==> src/hw/arcade_io_pkg.sv <==
// Only DIP banks 0 and 1 are kept and ROM words are always written in full
package arcade_io_pkg;

	//////////////////////////////////////////////////
	// Widths
	//////////////////////////////////////////////////
	localparam int BYTE_W    = 8;
	localparam int JOY_W     = 16;
	localparam int DL_ADDR_W = 25;
	localparam int WORD_W    = 16;
	// Word address drops the byte lane bit
	localparam int MEM_ADR_W = DL_ADDR_W - 1;

	typedef logic [BYTE_W-1:0]    byte_t;
	typedef logic [JOY_W-1:0]     joy_word_t;
	typedef logic [DL_ADDR_W-1:0] dl_addr_t;
	typedef logic [BYTE_W-1:0]    dl_index_t;
	typedef logic [WORD_W-1:0]    rom_word_t;
	typedef logic [MEM_ADR_W-1:0] mem_adr_t;

	//////////////////////////////////////////////////
	// Download stream indexes
	//////////////////////////////////////////////////
	localparam dl_index_t DL_INDEX_ROM  = 8'd0;
	localparam dl_index_t DL_INDEX_GAME = 8'd1;
	localparam dl_index_t DL_INDEX_DIP  = 8'd254;

	localparam int NUM_PLAYERS = 2;

	//////////////////////////////////////////////////
	// Host joystick word bit positions
	//////////////////////////////////////////////////
	localparam int JOY_RIGHT     = 0;
	localparam int JOY_LEFT      = 1;
	localparam int JOY_DOWN      = 2;
	localparam int JOY_UP        = 3;
	localparam int JOY_SW1       = 4;
	localparam int JOY_SW2       = 5;
	localparam int JOY_START     = 6;
	localparam int JOY_COIN      = 7;
	localparam int JOY_SERVICE   = 8;
	// Pause is the only active-high control
	localparam int JOY_PAUSE     = 9;
	localparam int JOY_ALT_START = 10;

	// ROM byte pairing FSM
	typedef enum logic [1:0] {LOAD_LOW, LOAD_HIGH, LOAD_WRITE} rom_state_t;

endpackage
==> src/hw/arcade_io_ifs.sv <==
// Player controls are active low except pause_press and a ROM byte is taken whenever wr is high
`timescale 1ns/1ns

//////////////////////////////////////////////////
// One player's mapped cabinet controls
//////////////////////////////////////////////////
interface player_if;
	logic up;
	logic down;
	logic left;
	logic right;
	logic sw1;
	logic sw2;
	logic start;
	logic coin;
	logic service;
	logic alt_start;
	// Single cycle pulse per pause press
	logic pause_press;

	modport src (output up, down, left, right, sw1, sw2, start, coin, service, alt_start,
		pause_press);
	modport snk (input up, down, left, right, sw1, sw2, start, coin, service, alt_start,
		pause_press);
endinterface

//////////////////////////////////////////////////
// ROM byte stream from download decoder to loader
//////////////////////////////////////////////////
interface rom_byte_if import arcade_io_pkg::*; ();
	logic     wr;
	dl_addr_t addr;
	byte_t    data;
	// Loader busy with a memory cycle
	logic     wait_req;

	modport host   (output wr, addr, data, input wait_req);
	modport loader (input wr, addr, data, output wait_req);
endinterface

==> src/hw/arcade_io_top.sv <==
// Memory port is a write-only Wishbone classic master with full 16-bit words
`timescale 1ns/1ns

module arcade_io_top import arcade_io_pkg::*; (
	input  logic      MS_CLK,
	input  logic      arst_n,
	input  joy_word_t joystick_0,
	input  joy_word_t joystick_1,
	input  logic      osd_status,
	input  logic      pause_in_osd,
	input  logic      ioctl_wr,
	input  dl_index_t ioctl_index,
	input  dl_addr_t  ioctl_addr,
	input  byte_t     ioctl_dout,
	output logic      ioctl_wait,
	output byte_t     player1,
	output byte_t     player2,
	output byte_t     dsw1,
	output byte_t     dsw2,
	output byte_t     game,
	output logic      service,
	output logic      pause_cpu,
	output logic      mem_cyc,
	output logic      mem_stb,
	output mem_adr_t  mem_adr,
	output rom_word_t mem_dat,
	input  logic      mem_ack
);

	joy_word_t [NUM_PLAYERS-1:0] joy_bus;

	player_if   pl [NUM_PLAYERS] ();
	rom_byte_if rb ();

	// Player 0 in the low slot
	assign joy_bus = {joystick_1, joystick_0};

	//////////////////////////////////////////////////
	// Download path
	//////////////////////////////////////////////////
	host_download u_host_download (
		.MS_CLK      (MS_CLK),
		.arst_n      (arst_n),
		.ioctl_wr    (ioctl_wr),
		.ioctl_index (ioctl_index),
		.ioctl_addr  (ioctl_addr),
		.ioctl_dout  (ioctl_dout),
		.ioctl_wait  (ioctl_wait),
		.dsw1        (dsw1),
		.dsw2        (dsw2),
		.game        (game),
		.rb          (rb)
	);

	rom_loader u_rom_loader (
		.MS_CLK  (MS_CLK),
		.arst_n  (arst_n),
		.rb      (rb),
		.mem_cyc (mem_cyc),
		.mem_stb (mem_stb),
		.mem_adr (mem_adr),
		.mem_dat (mem_dat),
		.mem_ack (mem_ack)
	);

	//////////////////////////////////////////////////
	// Player inputs
	//////////////////////////////////////////////////
	for (genvar i = 0; i < NUM_PLAYERS; i++) begin : g_player
		player_port u_player_port (
			.MS_CLK (MS_CLK),
			.arst_n (arst_n),
			.joy    (joy_bus[i]),
			.pl     (pl[i])
		);
	end

	cabinet_inputs u_cabinet_inputs (
		.MS_CLK       (MS_CLK),
		.arst_n       (arst_n),
		.p0           (pl[0]),
		.p1           (pl[1]),
		.osd_status   (osd_status),
		.pause_in_osd (pause_in_osd),
		.player1      (player1),
		.player2      (player2),
		.service      (service),
		.pause_cpu    (pause_cpu)
	);

endmodule

==> src/hw/cabinet_inputs.sv <==
// Cabinet bytes are active low and simultaneous pause presses toggle the latch only once
`timescale 1ns/1ns

module cabinet_inputs (
	input  logic       MS_CLK,
	input  logic       arst_n,
	player_if.snk      p0,
	player_if.snk      p1,
	input  logic       osd_status,
	input  logic       pause_in_osd,
	output logic [7:0] player1,
	output logic [7:0] player2,
	output logic       service,
	output logic       pause_cpu
);

	logic latch;
	logic latch_nxt;
	logic menu_pause;

	// Either player's press flips the latch
	assign latch_nxt  = latch ^ (p0.pause_press | p1.pause_press);
	// Menu pause only while OSD is open
	assign menu_pause = pause_in_osd & osd_status;

	//////////////////////////////////////////////////
	// Cabinet bytes and pause
	//////////////////////////////////////////////////
	always_ff @(posedge MS_CLK or negedge arst_n) begin
		if (!arst_n) begin
			player1   <= '1;
			player2   <= '1;
			service   <= 1'b1;
			latch     <= 1'b0;
			pause_cpu <= 1'b0;
		end else begin
			// Start buttons cross over with the other side's alt start
			player1   <= {p1.start & p0.alt_start, p0.start & p1.alt_start,
				p0.sw2, p0.sw1, p0.down, p0.up, p0.left, p0.right};
			player2   <= {p1.coin, p0.coin,
				p1.sw2, p1.sw1, p1.down, p1.up, p1.left, p1.right};
			service   <= p0.service & p1.service;
			latch     <= latch_nxt;
			pause_cpu <= latch_nxt | menu_pause;
		end
	end

	// Edge detectors upstream give single cycle presses
	assert property (@(posedge MS_CLK) disable iff (!arst_n) p0.pause_press |=> !p0.pause_press);
	assert property (@(posedge MS_CLK) disable iff (!arst_n) p1.pause_press |=> !p1.pause_press);

endmodule

==> src/hw/player_port.sv <==
// Controls lag the host word by one cycle and pause_press lags the pause bit by two
`timescale 1ns/1ns

module player_port import arcade_io_pkg::*; (
	input  logic      MS_CLK,
	input  logic      arst_n,
	input  joy_word_t joy,
	player_if.src     pl
);

	joy_word_t joy_q;
	logic      pause_d;

	// Host word sample, cleared word reads as released
	always_ff @(posedge MS_CLK or negedge arst_n) begin
		if (!arst_n) begin
			joy_q <= '0;
		end else begin
			joy_q <= joy;
		end
	end

	// Cabinet side is active low
	assign pl.right     = ~joy_q[JOY_RIGHT];
	assign pl.left      = ~joy_q[JOY_LEFT];
	assign pl.down      = ~joy_q[JOY_DOWN];
	assign pl.up        = ~joy_q[JOY_UP];
	assign pl.sw1       = ~joy_q[JOY_SW1];
	assign pl.sw2       = ~joy_q[JOY_SW2];
	assign pl.start     = ~joy_q[JOY_START];
	assign pl.coin      = ~joy_q[JOY_COIN];
	assign pl.service   = ~joy_q[JOY_SERVICE];
	assign pl.alt_start = ~joy_q[JOY_ALT_START];

	// Rising edge of pause bit
	always_ff @(posedge MS_CLK or negedge arst_n) begin
		if (!arst_n) begin
			pause_d        <= 1'b0;
			pl.pause_press <= 1'b0;
		end else begin
			pause_d        <= joy_q[JOY_PAUSE];
			pl.pause_press <= joy_q[JOY_PAUSE] & ~pause_d;
		end
	end

endmodule

==> src/hw/rom_loader.sv <==
// Bytes arrive low then high and an orphan low byte is dropped when the next low byte lands
`timescale 1ns/1ns

module rom_loader import arcade_io_pkg::*; (
	input  logic       MS_CLK,
	input  logic       arst_n,
	rom_byte_if.loader rb,
	output logic       mem_cyc,
	output logic       mem_stb,
	output mem_adr_t   mem_adr,
	output rom_word_t  mem_dat,
	input  logic       mem_ack
);

	rom_state_t state;
	byte_t      lo_q;
	logic       hi_byte;
	logic       launch;

	// Odd address carries the upper half
	assign hi_byte = rb.addr[0];
	// Word complete, open a bus cycle
	assign launch  = rb.wr && hi_byte && (state == LOAD_HIGH);

	// Busy for the whole Wishbone cycle
	assign rb.wait_req = (state == LOAD_WRITE);

	//////////////////////////////////////////////////
	// Pairing FSM and bus control
	//////////////////////////////////////////////////
	always_ff @(posedge MS_CLK or negedge arst_n) begin
		if (!arst_n) begin
			state   <= LOAD_LOW;
			mem_cyc <= 1'b0;
			mem_stb <= 1'b0;
		end else begin
			unique case (state)
				LOAD_LOW: begin
					if (rb.wr && !hi_byte) begin
						state <= LOAD_HIGH;
					end
				end
				// Another low byte just replaces the held one
				LOAD_HIGH: begin
					if (launch) begin
						state   <= LOAD_WRITE;
						mem_cyc <= 1'b1;
						mem_stb <= 1'b1;
					end
				end
				LOAD_WRITE: begin
					if (mem_ack) begin
						state   <= LOAD_LOW;
						mem_cyc <= 1'b0;
						mem_stb <= 1'b0;
					end
				end
				default: state <= LOAD_LOW;
			endcase
		end
	end

	// Byte and word payload
	always_ff @(posedge MS_CLK) begin
		if (rb.wr && !hi_byte && (state != LOAD_WRITE)) begin
			lo_q <= rb.data;
		end
		if (launch) begin
			mem_adr <= rb.addr[DL_ADDR_W-1:1];
			mem_dat <= {rb.data, lo_q};
		end
	end

	// Request held steady until ack
	assert property (@(posedge MS_CLK) disable iff (!arst_n)
		mem_cyc && !mem_ack |=> mem_cyc && $stable(mem_adr) && $stable(mem_dat));
	assert property (@(posedge MS_CLK) disable iff (!arst_n) mem_stb |-> mem_cyc);

endmodule

==> src/hw/host_download.sv <==
// Host must leave two idle cycles after each write before ioctl_wait is trusted
`timescale 1ns/1ns

module host_download import arcade_io_pkg::*; (
	input  logic      MS_CLK,
	input  logic      arst_n,
	input  logic      ioctl_wr,
	input  dl_index_t ioctl_index,
	input  dl_addr_t  ioctl_addr,
	input  byte_t     ioctl_dout,
	output logic      ioctl_wait,
	output byte_t     dsw1,
	output byte_t     dsw2,
	output byte_t     game,
	rom_byte_if.host  rb
);

	logic rom_hit;
	logic dip_hit;
	logic game_hit;

	// Write decode by stream index
	assign rom_hit  = ioctl_wr && (ioctl_index == DL_INDEX_ROM);
	// DIP banks 0 and 1 only
	assign dip_hit  = ioctl_wr && (ioctl_index == DL_INDEX_DIP)
		&& (ioctl_addr[DL_ADDR_W-1:1] == '0);
	assign game_hit = ioctl_wr && (ioctl_index == DL_INDEX_GAME) && (ioctl_addr == '0);

	always_ff @(posedge MS_CLK or negedge arst_n) begin
		if (!arst_n) begin
			dsw1  <= '0;
			dsw2  <= '0;
			game  <= '0;
			rb.wr <= 1'b0;
		end else begin
			rb.wr <= rom_hit;
			if (dip_hit && !ioctl_addr[0]) begin
				dsw1 <= ioctl_dout;
			end
			if (dip_hit && ioctl_addr[0]) begin
				dsw2 <= ioctl_dout;
			end
			if (game_hit) begin
				game <= ioctl_dout;
			end
		end
	end

	// ROM byte payload
	always_ff @(posedge MS_CLK) begin
		if (rom_hit) begin
			rb.addr <= ioctl_addr;
			rb.data <= ioctl_dout;
		end
	end

	// Loader back-pressure straight to host
	assign ioctl_wait = rb.wait_req;

	// Host spacing keeps bytes out of an open memory cycle
	assert property (@(posedge MS_CLK) disable iff (!arst_n) rb.wait_req |-> !rb.wr);

endmodule

==> config.mk <==
export PLATFORM = sky130hd
export DESIGN_NAME = arcade_io_top
export DESIGN_NICKNAME = d
export VERILOG_FILES = /design/src/hw/arcade_io_pkg.sv /design/src/hw/arcade_io_ifs.sv /design/src/hw/arcade_io_top.sv /design/src/hw/cabinet_inputs.sv /design/src/hw/player_port.sv /design/src/hw/rom_loader.sv /design/src/hw/host_download.sv
export SDC_FILE = /design/constraint.sdc
export NUM_CORES = 1
export LEC_CHECK = 0
export BUFFER_PORTS_ARGS = -buffer_cell sky130_fd_sc_hd__buf_2
export CAP_MARGIN = 20
export CORE_UTILIZATION = 50
export CTS_CLUSTER_DIAMETER = 120
export DETAILED_ROUTE_END_ITERATION = 6
export PLACE_DENSITY = 0.83
export RECOVER_POWER = 50
export REMOVE_ABC_BUFFERS = 1
export SETUP_SLACK_MARGIN = 0.1
export SKIP_LAST_GASP = 1
export SLEW_MARGIN = 20
export SYNTH_ARGS = -nofsm -noshare
export SYNTH_HDL_FRONTEND = slang
export SYNTH_SLANG_ARGS = --single-unit
==> constraint.sdc <==
create_clock -name MS_CLK -period 5.7 [get_ports MS_CLK]
set_clock_uncertainty 0.05 [all_clocks]
set_input_delay 0.855 -clock MS_CLK [delete_from_list [all_inputs] [get_ports MS_CLK]]
set_output_delay 0.855 -clock MS_CLK [all_outputs]
set_load 0.01 [all_outputs]
# Word-level counts from Yosys, hierarchy flattened

Index checks and enable logic that the tools add are counted.
Widths: inputs -> output; s select.

Equality and inequality tests: 8
Multiplexer cells: 7
Bitwise operators: 31
Reduce and logical (&&, ||, !) cells: 20

Operators by type and width:

| operator           | number |
|---|---|
| $logic_not 25->1   | 1 |
| $logic_not 24->1   | 1 |
| $not 1->1          | 22 |
| $logic_and 1x1->1  | 11 |
| $eq 8x1->1 const B | 1 |
| $eq 8x8->1 const B | 1 |
| $logic_not 8->1    | 1 |
| $and 1x1->1        | 6 |
| $mux 2             | 3 |
| $ne 2x1->1 const B | 3 |
| $pmux 2 s3         | 1 |
| $reduce_and 3->1   | 2 |
| $eq 2x1->1 const B | 1 |
| $eq 2x2->1 const B | 1 |
| $logic_not 1->1    | 2 |
| $logic_not 2->1    | 1 |
| $mux 1             | 2 |
| $ne 2x2->1 const B | 1 |
| $or 1x1->1         | 2 |
| $pmux 1 s2         | 1 |
| $reduce_bool 2->1  | 1 |
| $xor 1x1->1        | 1 |

Bits in registers: 154
Input port bits: 79
Logic and storage cells: 88

# Depth between registers and ports, before layout

Depth after elaboration: 4
Mapped depth: 5

# By module

A second synthesis with hierarchy kept.

Cells, all modules: 244
Area total of the unflattened synthesis: 4981.0 µm²

Modules (own cells, without submodules):

| module         | times used | cells an instance | area each (µm²) | sequential area each (µm²) |
|---|---|---|---|---|
| host_download  | 1          | 107               | 2082.0          | 1616.6 |
| rom_loader     | 1          | 63                | 1602.8          | 1516.5 |
| player_port    | 2          | 24                | 376.6           | 325.3 |
| cabinet_inputs | 1          | 26                | 543.0           | 496.7 |

# Worst setup path before layout

No wires, ideal clock.

Path type: input to register
Start: input ioctl_index[2]
End: register u_host_download.rb.addr[0] (enable)
Setup time: 0.473 ns
Arrival time: 4.454 ns
Slack: 0.722 ns
Stages: 3
Buffers on the path: 0
Cells stage by stage: or4_1 -> or4_2 -> nor3b_1

Longest elaborated chain between the ends: 2

Ends and longest elaborated chain:

| what                              | RTL line            | text |
|---|---|---|
| start, declared                   | arcade_io_top.sv:12 | `input dl_index_t ioctl_index,` |
| $logic_not 8->1                   | host_download.sv:23 | `assign rom_hit = ioctl_wr && (ioctl_index == DL_INDEX_ROM);` |
| $logic_and 1x1->1                 | host_download.sv:23 |  |
| named net u_host_download.rom_hit | host_download.sv:18 | `logic rom_hit;` |
| end signal, assigned              | host_download.sv:52 | `rb.addr <= ioctl_addr;` |
| end, declared                     | arcade_io_ifs.sv:37 | `modport host (output wr, addr, data, input wait_req);` |

The timed path passes the listed nets, and every way through them passes these cells.
A chain may end at the register's enable or synchronous reset.

# Worst setup path after layout

Start: input ioctl_index[2]
End: register u_host_download.rb.data[1] (enable)

Longest elaborated chain between the ends: 2

Ends and longest elaborated chain:

| what                              | RTL line            | text |
|---|---|---|
| $logic_not 8->1                   | host_download.sv:23 |  |
| $logic_and 1x1->1                 | host_download.sv:23 |  |
| named net u_host_download.rom_hit | host_download.sv:18 |  |
| end signal, assigned              | host_download.sv:53 | `rb.data <= ioctl_dout;` |
| end, declared                     | arcade_io_ifs.sv:37 |  |

The timed path passes the listed nets, and every way through them passes these cells.

==> out/results.ini <==
[logic_synthesis]
netlist_area_um2 = 4930
yosys_warnings = 0
synth_cell_type_count = 27
synthXorXnorAreaFrac_pct = 0.178
synth_top_family_by_area = simple AND/OR/NAND/NOR gates
ys_seq_elements = 154
synthSimpleGateAreaFrac_pct = 5.56
yosysTopAreaCellShare_pct = 49.4
syn-instance-count = 242
avgSynthCellArea_um2 = 20.4
yosysSeqAreaShare_pct = 86.8
post-synth-top-area-cell = edfxtp_1
synthTopCellsByArea = edfxtp_1, dfrtp_1, dfstp_2
synth_mux_area_share_pct = 5.48
synth_fa_ha_area_share_pct = 0
synth_compound_area_share_pct = 0.406

[setup_path]
r2r_end = u_rom_loader.mem_adr[18]
cp-start-kind = primary input
critPathKind = primary input to register
worstPathMaxFanout = 34
critical_path_arrival_ns = 2.69
rr_startpoint = u_host_download.rb.addr[0]
cp.required_ns = 5.81
reg2regPathDepth = 3
rrSetupSlack_ns = 3.85
end_kind = register

[flow_run]
drv_cap = 0

[timing]
finalSetupTns_ns = 0
worstMarginPinSlew_ns = 0.880
setup_violations = 0
max_freq_mhz = 387
holdWs_ns = 0.302
fin_crit_sh_pct = 45.3
fin_crit_ns = 2.58
relSlewSlack_pct = 41.4
drv_slew = 0
hold_viol_final = 0
rsz0062_at_grt = no

[layout]
multi_input_area_um2 = 592
design_area_um2 = 6450
fillers = 656
final-seq-area_um2 = 4280
layout_common_cells = buf_2, edfxtp_1, dfrtp_1
syn_to_final_growth_pct = 30.9
nets = 494
diodes = 0
instances_no_fill = 557
final_common_cell = buf_2
drive_above_1_share_pct = 47.0

[global_route]
grt_antenna_before_repair = 0
overflow = 0
grt_use_total_pct = 19.6
grt_max_degree = 74
grt_pass1_wl_um = 14100
grt_pass1_vias = 2674

[place]
dp.cells = 525
placed_area_um2 = 5890
dpl.hpwl_um = 6620
numPortBuffers = 153
gp_congestion = 0.928

[detailed_routing]
viasPerCell = 4.81
wl_per_cell_um = 17.0
postRouteAntennaNets = 0
drtIter0Drc = 101
drc = 0
num_vias = 2678
firstDrtPassIters = 4
wl_um = 9470

[clock_tree]
hold_buffers = 0
cts_tree = built
clock_latency_ns = 0.51
cts_buffers = 17
cts_resized = 0
htree_num_levels = 4
clock_tree.root_cell = clkbuf_8
cts.sinks = 154
worst_setup_hold_path_clk_slew_ns = 0.06
cts_setup_buffers = 0
clockBufferDepth = 2

[power]
p_sw_mw = 0.515
p_seq_share_pct = 50.4
vdd_drop_max_uv = 211
power.total_mw = 2.39
p_leak_nw = 2.80
clkPwrFrac_pct = 46.6
power.internal_mw = 1.88
swShare_pct = 21.5
p_per_area_nw_per_um2 = 371
pwr-share-comb_pct = 3.0

[worst_hold_path]
hold_start = g_player[1].u_player_port.joy_q[3]
hold_path_depth = 1
holdCritPathClass = register to register
whs_endpoint = u_cabinet_inputs.player2[2]

[run_status]
status = completed

[floorplanning]
dieWidth_um = 101
row_count = 35
die_h_um = 101
num_io_pins = 164
core_area_um2 = 9420
die_area_um2 = 10300
start_util_pct = 52.3

cell families (layout without fill, tap and decap cells):
kind of cell           Yosys count  in the layout
AO/OA/AOI/OAI                    3              3
XOR/XNOR                         1              1
buffers and inverters           19            205
flip-flops                     154            154
multiplexers                    24             24
AND/OR/NAND/NOR                 41             41
metrics by stage:
step,worst slack (ns),utilization (%)
after floorplan,0.722,-
after global placement,2.38,62.4
final,3.12,68.5
after detailed placement,2.57,62.5
after global routing,3.06,68.5
after CTS,3.11,68.9
registers in the layout (all words and copies together) (netlist names):
signal and cells:
u_host_download.dsw2 8, u_rom_loader.mem_dat 16, u_cabinet_inputs.player2 8, u_host_download.dsw1 8
u_host_download.rb.data 8, u_rom_loader.lo_q 8, g_player.u_player_port.pl.pause_press 2, u_rom_loader.state 2
u_rom_loader.mem_cyc 1, u_host_download.game 8, u_cabinet_inputs.player1 8, g_player.u_player_port.joy_q 22
u_cabinet_inputs.service 1, u_host_download.rb.addr 25, g_player.u_player_port.pause_d 2, u_cabinet_inputs.latch 1
u_host_download.rb.wr 1, u_cabinet_inputs.pause_cpu 1, u_rom_loader.mem_adr 24
synth_stat cells:
| cell type | instances |
|---|---|
| a211oi_1 | 1 |
| a21o_1 | 1 |
| and4_1 | 2 |
| buf_4 | 1 |
| clkbuf_1 | 1 |
| dfrtp_1 | 56 |
| dfstp_2 | 17 |
| edfxtp_1 | 81 |
| inv_1 | 17 |
| mux2_2 | 24 |
| nand2_1 | 3 |
| nand3_1 | 1 |
| nand4_1 | 2 |
| nand4b_1 | 2 |
| nand4bb_1 | 1 |
| nor2_1 | 9 |
| nor2b_1 | 3 |
| nor3_1 | 2 |
| nor3b_1 | 2 |
| nor4_1 | 7 |
| nor4_4 | 1 |
| nor4b_1 | 2 |
| nor4b_2 | 1 |
| o21ai_0 | 1 |
| or4_1 | 2 |
| or4_2 | 1 |
| xnor2_1 | 1 |
critical path, stage by stage:
cell and delay, ns:
buf_2 0.10, or4_1 0.53, or4_2 0.57, nor3b_2 0.20
buf_4 0.42
cell type report:
type / count / share of cell area (%)
Tap cell: 129 / 2.50
Timing Repair Buffer: 156 / 11.6
Clock inverter: 13 / 2.19
Inverter: 17 / 0.989
Multi-Input combinational cell: 69 / 9.18
Sequential cell: 154 / 66.4
Clock buffer: 19 / 7.20
power groups by stage:
stage	sequential (mW)	clock (mW)	combinational (mW)
after detailed placement	1.23	0	0.0760
after global placement	1.22	0	0.0709
after CTS	1.20	1.13	0.0763
after floorplan	1.23	0	0.0136
after global routing	1.21	1.17	0.0808
final	1.20	1.11	0.0723
how the worst max path moves through the flow:
stage                              start                           to  slack [ns]
after floorplan           ioctl_index[2]   u_host_download.rb.addr[0]        0.72
after global placement    ioctl_addr[19]      u_host_download.dsw1[6]        2.38
after detailed placement  ioctl_index[2]  u_host_download.rb.addr[21]        2.57
after CTS                 ioctl_index[2]   u_host_download.rb.data[1]        3.11
after global routing      ioctl_index[2]   u_host_download.rb.data[1]        3.06
final                     ioctl_index[2]   u_host_download.rb.data[1]        3.12
per-layer routing:
metal,wire length [µm],global-route usage [%]
met3,370,5.18
met2,5330,33.8
met1,3620,23.2
met4,160,9.36
met5,0,0
Note: power is estimated with default switching activity, not from simulation.
